[src/mc_net_pkg.sv]
package mc_net_pkg;

  ////////////////////////////////////////////////////////////////////
  // Bus topology

  localparam int mc_num_masters_lp   = 2;
  localparam int mc_num_endpoints_lp = 4;

  // Memory columns are 1 .. mc_num_tiles_x_lp
  localparam int mc_num_tiles_x_lp = 2;

  // Rows that carry memories
  localparam int mc_north_y_lp = 0;
  localparam int mc_south_y_lp = 3;

  ////////////////////////////////////////////////////////////////////
  // Storage sizes

  localparam int mc_req_fifo_els_lp = 2;
  localparam int mc_mem_els_lp      = 256;

  // Column minus one, plus two on the south row
  typedef logic [1:0] mc_ep_id_t;

endpackage

[src/mc_link_pkg.sv]
package mc_link_pkg;

  ////////////////////////////////////////////////////////////////////
  // Packet fields

  // Word address inside one endpoint
  typedef logic [7:0] mc_addr_t;

  typedef logic [31:0] mc_data_t;

  // Destination coordinates
  typedef logic [1:0] mc_x_cord_t;
  typedef logic [1:0] mc_y_cord_t;

  typedef logic [0:0] mc_op_t;

  ////////////////////////////////////////////////////////////////////
  // Operation encodings

  localparam mc_op_t mc_op_load_lp  = 1'b0;
  localparam mc_op_t mc_op_store_lp = 1'b1;

endpackage
[src/mc_link_master.sv]
`timescale 1ns/1ps

module mc_link_master
  (input                            blackparrot_clk
  ,input                            reset_i

  ,input                            req_v_i
  ,input  mc_link_pkg::mc_op_t      req_op_i
  ,input  mc_link_pkg::mc_x_cord_t  req_x_i
  ,input  mc_link_pkg::mc_y_cord_t  req_y_i
  ,input  mc_link_pkg::mc_addr_t    req_addr_i
  ,input  mc_link_pkg::mc_data_t    req_data_i
  ,output logic                     req_ready_o

  ,output logic                     rsp_v_o
  ,output mc_link_pkg::mc_op_t      rsp_op_o
  ,output logic                     rsp_err_o
  ,output mc_link_pkg::mc_data_t    rsp_data_o
  ,input                            rsp_ready_i

  ,output logic                     wb_cyc_o
  ,output logic                     wb_stb_o
  ,output logic                     wb_we_o
  ,output mc_link_pkg::mc_x_cord_t  wb_x_o
  ,output mc_link_pkg::mc_y_cord_t  wb_y_o
  ,output mc_link_pkg::mc_addr_t    wb_adr_o
  ,output mc_link_pkg::mc_data_t    wb_dat_o
  ,input                            wb_ack_i
  ,input                            wb_err_i
  ,input  mc_link_pkg::mc_data_t    wb_dat_i
  );

  localparam int els_lp       = mc_net_pkg::mc_req_fifo_els_lp;
  localparam int ptr_width_lp = $clog2(els_lp);
  localparam int cnt_width_lp = $clog2(els_lp + 1);

  typedef enum logic [1:0] {e_idle, e_busy, e_held} state_e;

  state_e state_r;
  state_e state_n;

  mc_link_pkg::mc_op_t     fifo_op_r   [els_lp];
  mc_link_pkg::mc_x_cord_t fifo_x_r    [els_lp];
  mc_link_pkg::mc_y_cord_t fifo_y_r    [els_lp];
  mc_link_pkg::mc_addr_t   fifo_addr_r [els_lp];
  mc_link_pkg::mc_data_t   fifo_data_r [els_lp];

  logic [ptr_width_lp-1:0] wr_ptr_r;
  logic [ptr_width_lp-1:0] rd_ptr_r;
  logic [cnt_width_lp-1:0] count_r;
  logic                    enq;
  logic                    deq;

  mc_link_pkg::mc_op_t     rsp_op_r;
  logic                    rsp_err_r;
  mc_link_pkg::mc_data_t   rsp_data_r;

  function automatic logic [ptr_width_lp-1:0] next_ptr(input logic [ptr_width_lp-1:0] ptr);
    return (ptr == ptr_width_lp'(els_lp - 1)) ? '0 : ptr + 1'b1;
  endfunction

  assign req_ready_o = (count_r != cnt_width_lp'(els_lp));
  assign enq = req_v_i & req_ready_o;
  // Head leaves the buffer when its bus cycle ends
  assign deq = (state_r == e_busy) & (wb_ack_i | wb_err_i);

  ////////////////////////////////////////////////////////////////////
  // Request buffer

  always_ff @(posedge blackparrot_clk)
    begin
      if (enq)
        begin
          fifo_op_r[wr_ptr_r]   <= req_op_i;
          fifo_x_r[wr_ptr_r]    <= req_x_i;
          fifo_y_r[wr_ptr_r]    <= req_y_i;
          fifo_addr_r[wr_ptr_r] <= req_addr_i;
          fifo_data_r[wr_ptr_r] <= req_data_i;
        end
    end

  always_ff @(posedge blackparrot_clk)
    begin
      if (reset_i)
        begin
          wr_ptr_r <= '0;
          rd_ptr_r <= '0;
          count_r  <= '0;
        end
      else
        begin
          if (enq)
            wr_ptr_r <= next_ptr(wr_ptr_r);
          if (deq)
            rd_ptr_r <= next_ptr(rd_ptr_r);
          case ({enq, deq})
            2'b10:   count_r <= count_r + 1'b1;
            2'b01:   count_r <= count_r - 1'b1;
            default: count_r <= count_r;
          endcase
        end
    end

  ////////////////////////////////////////////////////////////////////
  // Bus cycle control

  always_comb
    begin
      state_n = state_r;
      case (state_r)
        e_idle:  if (count_r != '0) state_n = e_busy;
        e_busy:  if (wb_ack_i | wb_err_i) state_n = e_held;
        e_held:  if (rsp_ready_i) state_n = e_idle;
        default: state_n = e_idle;
      endcase
    end

  always_ff @(posedge blackparrot_clk)
    begin
      if (reset_i)
        state_r <= e_idle;
      else
        state_r <= state_n;
    end

  assign wb_cyc_o = (state_r == e_busy);
  assign wb_stb_o = wb_cyc_o;
  assign wb_we_o  = (fifo_op_r[rd_ptr_r] == mc_link_pkg::mc_op_store_lp);
  assign wb_x_o   = fifo_x_r[rd_ptr_r];
  assign wb_y_o   = fifo_y_r[rd_ptr_r];
  assign wb_adr_o = fifo_addr_r[rd_ptr_r];
  assign wb_dat_o = fifo_data_r[rd_ptr_r];

  // Only a good load returns data
  always_ff @(posedge blackparrot_clk)
    begin
      if (deq)
        begin
          rsp_op_r   <= fifo_op_r[rd_ptr_r];
          rsp_err_r  <= wb_err_i;
          rsp_data_r <= (!wb_err_i && fifo_op_r[rd_ptr_r] == mc_link_pkg::mc_op_load_lp)
                        ? wb_dat_i : '0;
        end
    end

  assign rsp_v_o    = (state_r == e_held);
  assign rsp_op_o   = rsp_op_r;
  assign rsp_err_o  = rsp_err_r;
  assign rsp_data_o = rsp_data_r;

endmodule

[config.mk]
export PLATFORM = sky130hd
export DESIGN_NAME = mc_link_master
export DESIGN_NICKNAME = d
export VERILOG_FILES = /design/src/mc_net_pkg.sv /design/src/mc_link_pkg.sv /design/src/mc_link_master.sv
export SDC_FILE = /design/constraint.sdc
export NUM_CORES = 1
export LEC_CHECK = 0
export BUFFER_PORTS_ARGS = -buffer_cell sky130_fd_sc_hd__buf_2
export CAP_MARGIN = 20
export CORE_ASPECT_RATIO = 1.2
export CORE_UTILIZATION = 40
export CTS_CLUSTER_SIZE = 24
export DETAILED_ROUTE_END_ITERATION = 10
export PLACE_DENSITY = 0.78
export SYNTH_ARGS = -nofsm -noshare
export SYNTH_HDL_FRONTEND = slang
export SYNTH_SLANG_ARGS = --single-unit
[constraint.sdc]
create_clock -name blackparrot_clk -period 3.82 [get_ports blackparrot_clk]
set_clock_uncertainty 0.05 [all_clocks]
set_input_delay 0.955 -clock blackparrot_clk [delete_from_list [all_inputs] [get_ports blackparrot_clk]]
set_output_delay 0.955 -clock blackparrot_clk [all_outputs]
set_load 0.01 [all_outputs]
* Word level (Yosys, flattened, before mapping) *
Memory sizes are Yosys's and may differ from the RTL's. A register that Yosys moved wholly into a read port is not among the register bits.
Cells that the tools add are included.

storage, ports and cells
  register bits after elaboration = 40
  RAM bits = 90
  input port bits = 83
  output and inout port bits = 83
  word-level logic and storage cells = 53
  memories = 5

operators by class
  $add $sub $neg = 4
  eq/ne operators = 8
  multiplexer cells = 19
  bitwise logic cells = 4
  reduce and logical (&&, ||, !) cells = 6

memories
  memory       depth  bits a word  read ports  clocked after Yosys merged registers in  wr ports  RTL line              text
  fifo_data_r  2      32           1           1                                        1         mc_link_master.sv:46  mc_link_pkg::mc_data_t fifo_data_r [els_lp];
  fifo_addr_r  2      8            1           1                                        1         mc_link_master.sv:45  mc_link_pkg::mc_addr_t fifo_addr_r [els_lp];
  fifo_x_r     2      2            1           1                                        1         mc_link_master.sv:43  mc_link_pkg::mc_x_cord_t fifo_x_r [els_lp];
  fifo_y_r     2      2            1           1                                        1         mc_link_master.sv:44  mc_link_pkg::mc_y_cord_t fifo_y_r [els_lp];
  fifo_op_r    2      1            1           1                                        1         mc_link_master.sv:42  mc_link_pkg::mc_op_t fifo_op_r [els_lp];

operators by type and width
  cell                                                   number
  two-way mux 1 bit                                      14
  two-way mux 2 bit                                      3
  case mux 2 bit (3 select lines)                        1
  == test 2 x 1 -> 1 bit, second input constant          2
  == test 2 bit, second input constant                   2
  inequality test 2 x 1 -> 1 bit, second input constant  2
  inequality test 2 bit, second input constant           2
  case mux 2 bit (2 select lines)                        1
  nonzero test 2 bit                                     2
  AND reduction 3 bit                                    1
  adder 1 bit, second input constant                     2
  adder 2 x 1 -> 2 bit, second input constant            1
  AND 1 bit                                              2
  logical NOT 2 bit                                      1
  subtractor 2 x 1 -> 2 bit, second input constant       1
  logical AND 1 bit                                      1
  logical NOT 1 bit                                      1
  inverter 1 bit                                         1
  OR 1 bit                                               1

* Depth between registers and ports, before layout *
Gate-level depths: netlist of the first run.

  word-level depth = 4
  depth in mapped cells = 6
  mapped depth without buffers = 6

* Worst setup path after synthesis of the first run *
Ideal clock, no wire load.

  path type = input-to-reg
  start = in wb_err_i
  end = reg count_r[1]
  library setup time = 0.070 ns
  arrival = 3.580 ns
  path slack = 0.120 ns
  stages = 5
  buffers on the path = 0
  path through = o21ai_0 -> nor2_1 -> ha_1 -> or3_1 -> a21oi_1

on the way
  word-level cells in the longest chain between the ends = 4
  elaborated cells between the ends (all ways) = 6

RTL lines
  item                                                                   RTL line              text
  start, declared                                                        mc_link_master.sv:29  ,input wb_err_i
  OR 1 bit (*)                                                           mc_link_master.sv:65  assign deq = (state_r == e_busy) & (wb_ack_i | wb_err_i);
  AND 1 bit (*)                                                          mc_link_master.sv:65
  named net deq                                                          mc_link_master.sv:52  logic deq;
  == test 2 x 1 -> 1 bit or == test 2 bit (tied branches)                mc_link_master.sv:96  case ({enq, deq})
  case mux 2 bit (2 select lines) or nonzero test 2 bit (tied branches)  --
  end signal, assigned                                                   mc_link_master.sv:97  2'b10: count_r <= count_r + 1'b1;
  end signal, assigned                                                   mc_link_master.sv:98  2'b01: count_r <= count_r - 1'b1;
  end signal, assigned                                                   mc_link_master.sv:99  default: count_r <= count_r;
  end, declared                                                          mc_link_master.sv:50  logic [cnt_width_lp-1:0] count_r;

Mark *: on every way through the listed nets, which the timed path passes. The rest lies on a longest branch.
A chain may end at the register's enable or synchronous reset.

==> results of run 1 <==
routing by layer:
layer  vias to the layer above  routed length [um]  part of all wire, %
met5                         -                  10                 0.11
met4                         2                 100                  1.1
met3                        10                 830                  9.2
met2                       134                4730                   52
met1                      1290                3380                   37
li1                       1291                   -                    -
area by class of cell:
type / instances / area, um2 / area share (%)
inverter: 1 / 3.75 / 0.0587
antenna: 1 / 2.50 / 0.0391
multi-input combinational: 104 / 890 / 13.9
clock buffer: 17 / 425 / 6.65
sequential: 131 / 3860 / 60.4
timing repair buffer: 169 / 856 / 13.4
clock inverter: 15 / 156 / 2.45
tap: 157 / 196 / 3.07
worst max-delay path: stages, from the launching register on:
cell	delay (ps)
dfxtp_2	610
buf_4	380
mux2_2	380
buf_2	140
logic make-up (layout without fill, tap and decap cells):
group	after synthesis	after routing
fa+ha+maj	1	1
mux	45	45
other cells	0	1
compound gates	9	9
flops	131	131
xor+xnor	2	2
buf+inv	10	202
simple gates	47	47
stage by stage:
stage	power (mW)	worst slack (ps)
finish	4.38	892
CTS	4.44	841
floorplan	2.51	120
detailed placement	2.87	1280
global route	4.58	760
global placement	2.83	1300
power breakdown:
part	internal, mW	switching [mW]
sequential	1.86	0.0872
combinational	0.389	0.480
clock	0.964	0.599
flip-flops by register name (all words and copies together) (netlist names), named ones only:
signal	count
fifo_y_r	4
rsp_data_o	32
fifo_data_r	64
fifo_op_r	2
fifo_x_r	4
rsp_op_o	1
count_r	2
rsp_err_o	1
wr_ptr_r	1
rd_ptr_r	1
fifo_addr_r	16
state_r	2
placed cells by master (no fill, tap or decap), drive strengths merged, types with 2 or more instances in the layout:
master,Yosys,final
buf,9,169
edfxtp,124,124
mux2,45,45
and2,32,32
clkbuf,0,17
dfxtp,7,7
clkinvlp,0,5
clkinv,0,5
a21oi,4,4
inv,1,4
nor2,4,4
nor2b,3,3
o21ai,3,3
or3,2,2
bufinv,0,2
path summary, 6_finish.rpt:
kind                   endpoint  cells past startpoint  startpoint
setup reg to reg  rsp_data_o[8]                      4   flip-flop
hold / removal       count_r[1]                      2  count_r[1]
hold reg to reg      count_r[1]                      2  count_r[1]
setup / recovery    wb_adr_o[6]                      3   flip-flop
==> results.toml, run 1 <==
[status]
status = "completed"

[layout]
syn2layout_area_growth_pct = 32.5
drive_gt1_share_pct = 57.7
fin_util_pct = 54.8
fin_area_um2 = 6390
fin_nets = 508
fill_cells = 937
layout.cells.non_filler = 595

[sta]
timing.final.hold_violations = 0
setup-violations-final = 0
tightest_slew_ps = 1020
rsz0062_at_grt = "false"
tns_ps = 0
final.min_clock_period_ps = 2930
slew_headroom_pct = 32.0
finalCritPeriodShare_pct = 76.6
max_clock_freq_mhz = 342
timing_max_transition_violations_final = 0
whs_ps = 461

[yosys]
syn_inst = 245
muxShareOfSynthArea_pct = 10.6
syn_nets = 329
yosys.area.top_type_share_pct = 77.2
synth-simple-area-share_pct = 6.07
ys_types = 26
synth_top_family_by_area = "multiplexers"
synth-seq-cells = 131
synth_top_flop_cell = "edfxtp_1"
synth_compound_area_share_pct = 1.09
synth_common_cells = "edfxtp_1 (124), mux2_2 (44), and2_1 (32)"
avgSynthCellArea_um2 = 19.7
synth-edff-count = 124
synth.most_common_cell = "edfxtp_1"
synth_adder_area_share_pct = 0.259
synth-xor-area-share_pct = 0.363
ys.warnings.count = 0
seq_area_frac_synth_pct = 80.1
ys_async_sr_fraction_pct = 0
synth_top_area_cell = "edfxtp_1"
synth_area_um2 = 4830
synth_area_leaders = "edfxtp_1 (77%), mux2_2 (10%), and2_1 (4.1%), dfxtp_1 (2.9%), buf_6 (0.93%)"

[grt]
grt_pass1_vias = 2802
grtUsageMet2_pct = 26.2
grt_max_degree = 46
busiest_layer = "met2"
grt_pass1_wl_um = 13600
grtUsageTotal_pct = 15.1
gr-usage-met1_pct = 15.2
antenna_found_initial = 2
gr-total-overflow = 0
use_met3_pct = 7.46

[floorplanning]
die_w_um = 102
start_util_pct = 41.3
rows = 43
die_h_um = 122
pin_count = 166
dieArea_um2 = 12500
core_area_um2 = 11700

[placement]
port-buffer-count = 165
place_congestion = 0.739
place.detailed.hpwl_um = 6240
placed_area_um2 = 5810
dp.cells = 562

[detailed_routing]
antenna_left = 0
wl_per_cell_um = 15.2
drcViolationCount = 0
vias = 2727
initialDrtViolationCount = 74
wirelength_um = 9050
dr.pass1.iters = 4
detail_route.vias_per_cell = 4.58

[setup_path]
arrival_ps = 1920
reg2reg_slack_ps = 1670
start_kind = "flip-flop"
critPathKind = "flip-flop to output port"
crit_fanout = 20
cp_data_required_time_ps = 2810
end_kind = "output port"

[cts]
cts.clk_slew.worst_paths_ps = 50
cts_made_buffers = 17
cts_resized = 0
cts_tree = "built"
worstSkewPairLatency_ps = 400
cts_buffer_depth = 2
root_buffer = "clkbuf_16"
ctsHtreeMaxLevel = 4
cts_setup_buffers = 0
cts.sinks = 131
postCtsHoldBufs = 0

[power]
ir_drop_mv = 0.392
p_leak_nw = 2.50
p_per_area_nw_per_um2 = 685

[job]
cap_violations = 0

[hold_path]
hold_path.class = "flip-flop to flip-flop"
Note: power is estimated with default switching activity, not from simulation.
==> run 2: changes to the inputs <==
Settings changed: PLACE_DENSITY 0.78 to 0.75.
Clock period 3.82 ns to 3 ns, I/O delays scaled along.
==> run 2 against run 1 <==
Net effect:
- core utilization is 0.13 points higher
- die area is the same
- critical path depth stayed put
- critical endpoint is now wb_dat_o[1]
==> results.toml, run 2 (synthesis gave the netlist of run 1 again) <==
[status]
status = "completed"

[cts]
ctsHtreeMaxLevel = 4
worstSkewPairLatency_ps = 410
postCtsHoldBufs = 0
cts_made_buffers = 17
cts_resized = 0
cts.clk_slew.worst_paths_ps = 60
cts_buffer_depth = 2
cts_setup_buffers = 0
cts.sinks = 131
cts_tree = "built"
root_buffer = "clkbuf_16"

[grt]
grt_pass1_vias = 2859
grt_max_degree = 36
gr-total-overflow = 0
grtUsageTotal_pct = 15.3
grt_pass1_wl_um = 13800
antenna_found_initial = 1

[sta]
whs_ps = 466
max_clock_freq_mhz = 384
slew_headroom_pct = 65.4
tightest_slew_ps = 518
final.min_clock_period_ps = 2600
rsz0062_at_grt = "false"
finalCritPeriodShare_pct = 86.7
timing.final.hold_violations = 0
setup-violations-final = 0
timing_max_transition_violations_final = 0
tns_ps = 0

[power]
clkPwrFrac_pct = 35.2
p_per_area_nw_per_um2 = 868
ir_drop_mv = 0.489
power_switching_mw = 1.53
switching_share_pct = 27.4
pwr-share-comb_pct = 20.3
p_leak_nw = 2.51
p_int_mw = 4.04
power.share.sequential_pct = 44.5

[floorplanning]
die_h_um = 122
pin_count = 166
die_w_um = 102
core_area_um2 = 11700
start_util_pct = 41.3
dieArea_um2 = 12500
rows = 43

[placement]
port-buffer-count = 165
place.detailed.hpwl_um = 6350
place_congestion = 0.762
dp.cells = 564
placed_area_um2 = 5840

[layout]
fin_nets = 510
largest_reg_flops = 64
fin_area_um2 = 6410
multi_input_area_um2 = 890
final_common_cell = "buf_2"
diodes = 0
final_cell_mix = "buf_2 (165), edfxtp_1 (124), mux2_2 (44)"
fill_cells = 993
top_register = "fifo_data_r"
syn2layout_area_growth_pct = 32.8
drive_gt1_share_pct = 57.9
seq_area_um2 = 3860
layout.cells.non_filler = 596

[detailed_routing]
initialDrtViolationCount = 64
wirelength_um = 9110
vias = 2746
detail_route.vias_per_cell = 4.61
antenna_left = 0
drcViolationCount = 0
wl_per_cell_um = 15.3
dr.pass1.iters = 4

[job]
cap_violations = 0

[setup_path]
crit_fanout = 29
end_kind = "output port"
start_kind = "flip-flop"
critPathKind = "flip-flop to output port"
arrival_ps = 1800
cp_slowest_cell = "dfxtp_2"
cp_data_required_time_ps = 2200
crit_chain = "buf_12, mux2_2, buf_2"
max_stage_delay_ps = 610

[hold_path]
hold_path.class = "flip-flop to flip-flop"
==> run 2: cell count changes in the layout (fill, tap and decap cells not counted), sizes merged <==
cell and delta:
buf +2, bufinv -1, clkinv -1, clkinvlp -1, diode -1, inv +3
==> run 2: final timing paths <==
kind              start                  to  slack, ps  cells after the start
max           flip-flop         wb_dat_o[1]        400                      3
min reg2reg  count_r[1]          count_r[1]        470                      2
min          count_r[1]          count_r[1]        470                      2
max reg2reg  count_r[0]  fifo_data_r[1][12]       1150                      3
==> run 2: final cells by class <==
cell class	instances	share of cell area [%]
timing repair buffer	171	13.8
multi-input combinational	104	13.9
tap	157	3.06
clock inverter	15	2.28
sequential	131	60.3
inverter	1	0.0586
clock buffer	17	6.64
==> run 2: worst max-delay path: cells and delay by family, from the launching register on <==
family,cells,cell delay (ps)
muxes,1,360
buffers and inverters,2,400
DFF,1,610
==> run 2: routing by layer <==
metal	GRT usage, %	routed length, um	vias up
met5	0	13	-
met4	6.96	114	2
li1	-	-	1292
met3	7.63	857	10
met1	15.8	3450	1311
met2	25.9	4680	131
==> run 2: metrics by stage <==
stage	utilization (%)	worst slack (ps)	total power, mW
CTS	54.9	354	5.64
detailed placement	50.0	739	3.67
global route	54.9	280	5.82
global placement	50.0	765	3.64
floorplan	-	118	3.19
finish	54.9	399	5.56
==> run 2: power by group through the flow <==
stage | clock [mW] | sequential, mW | combinational [mW]
after global routing | 2.07 | 2.51 | 1.24
final | 1.96 | 2.48 | 1.13
after global placement | 0 | 2.51 | 1.13
after floorplan | 0 | 2.53 | 0.662
after detailed placement | 0 | 2.52 | 1.15
after CTS | 2.00 | 2.48 | 1.16
==> run 3: changes to the inputs <==
Settings changed: CORE_UTILIZATION 40 to 50, MAX_ROUTING_LAYER from default to met4, PLACE_DENSITY 0.75 to 0.89.
==> run 3 against run 2 <==
Net effect:
- first-iteration DRC count increased by 67%
- global-route usage up 4.7 points
- worst setup slack got worse by 98 ps
- routed wire length fell by 0.70%
- register-to-register slack improved by 80 ps
- largest power group unchanged
==> results.toml, run 3 (synthesis gave the netlist of run 1 again) <==
[detailed_routing]
dr.pass1.iters = 4
detail_route.vias_per_cell = 5.01
wl_per_cell_um = 16.2
initialDrtViolationCount = 107
vias = 2793
wirelength_um = 9050
antenna_left = 0
drcViolationCount = 0

[sta]
slew_headroom_pct = 60.0
timing.final.hold_violations = 0
final.min_clock_period_ps = 2700
finalCritPeriodShare_pct = 90.0
timing_max_transition_violations_final = 0
tightest_slew_ps = 594
max_clock_freq_mhz = 371
tns_ps = 0
rsz0062_at_grt = "false"
setup-violations-final = 0
layout_setup_ws_ps = 301
whs_ps = 380

[setup_path]
crit_fanout = 16
timing.rr.end = "rsp_data_o[30]"
cp_slowest_cell = "dfxtp_2"
critPathBufInv = 2
path_delay_family = "flip-flops"
start_kind = "flip-flop"
reg2reg_depth = 3
reg2reg_slack_ps = 1230
max_stage_delay_ps = 610
arrival_ps = 1900
end_kind = "output port"
cp_data_required_time_ps = 2200
critPathKind = "flip-flop to output port"
crit_chain = "buf_4, mux2_2, buf_2"

[grt]
grt_pass1_vias = 2887
gr-total-overflow = 0
antenna_found_initial = 0
grt_max_degree = 36
grtUsageTotal_pct = 20.0
grt_pass1_wl_um = 13900

[floorplanning]
die_w_um = 91.7
dieArea_um2 = 10100
rows = 38
die_h_um = 110
pin_count = 166
start_util_pct = 52.3
core_area_um2 = 9220

[cts]
cts_setup_buffers = 0
cts.sinks = 131
cts.clk_slew.worst_paths_ps = 60
cts_tree = "built"
cts_made_buffers = 17
postCtsHoldBufs = 0
root_buffer = "clkbuf_8"
cts_buffer_depth = 2
cts_resized = 0
ctsHtreeMaxLevel = 4
worstSkewPairLatency_ps = 510

[layout]
final_common_cell = "buf_2"
final_cell_mix = "buf_2 (165), edfxtp_1 (124), mux2_2 (44)"
top_register = "fifo_data_r"
diodes = 0
fin_util_pct = 69.9
fill_cells = 610
drive_gt1_share_pct = 56.2
largest_reg_flops = 64
syn2layout_area_growth_pct = 33.7
fin_nets = 509

[power]
p_leak_nw = 2.55
ir_drop_mv = 0.585
p_per_area_nw_per_um2 = 904
power_mw = 5.83

[placement]
place.detailed.hpwl_um = 6100
port-buffer-count = 165
place_congestion = 0.716
place_ws_ps = 613

[hold_path]
min_to = "fifo_data_r[1][5]"
hold_path.class = "primary input to flip-flop"
whs_path_depth = 1
worstHoldStart = "req_data_i[5]"

[job]
cap_violations = 0

[status]
status = "completed"
[run 3: worst register-to-register path, cell delays in order (launching register included)]
cell	delay [ps]
dfxtp_2	610
mux2_4	380
nor2_4	390
and2_1	210
[run 3: per-layer routing]
layer,up-vias,part of all wire [%],GRT usage (%)
met5,-,0,-
met1,1357,41,22.9
met2,130,51,32.8
li1,1293,-,-
met4,0,1.4,7.48
met3,13,6.6,7.19
[run 3: how the worst max path moves through the flow]
stage	cells after the start	slack, ps	to
floorplan	5	120	count_r[1]
global placement	6	700	count_r[1]
detailed placement	6	610	count_r[1]
CTS	3	250	wb_dat_o[6]
global route	3	190	wb_dat_o[10]
finish	3	300	wb_dat_o[10]
[run 3: layout make-up]
type	instances	area, um2	area share (%)
clock buffers	21	429	6.65
clock inverters	11	208	3.22
inverters	1	3.75	0.0582
multi-input cells	104	895	13.9
flip-flops and latches	131	3860	59.9
well taps	120	150	2.33
repair buffers	170	901	14.0
[run 3: per-stage QoR]
| step | std cells | instance area [um2] |
|---|---|---|
| after floorplan | 245 | 4830 |
| after global placement | 526 | 5810 |
| after detailed placement | 526 | 5810 |
| after CTS | 558 | 6450 |
| after global routing | 558 | 6450 |
| final | 558 | 6450 |
[run 3: where the power goes]
group / internal (mW) / total, mW / switching, mW
logic: 0.524 / 1.15 / 0.623
registers: 2.37 / 2.48 / 0.110
clock network: 1.51 / 2.20 / 0.695
total: 4.40 / 5.83 / 1.43
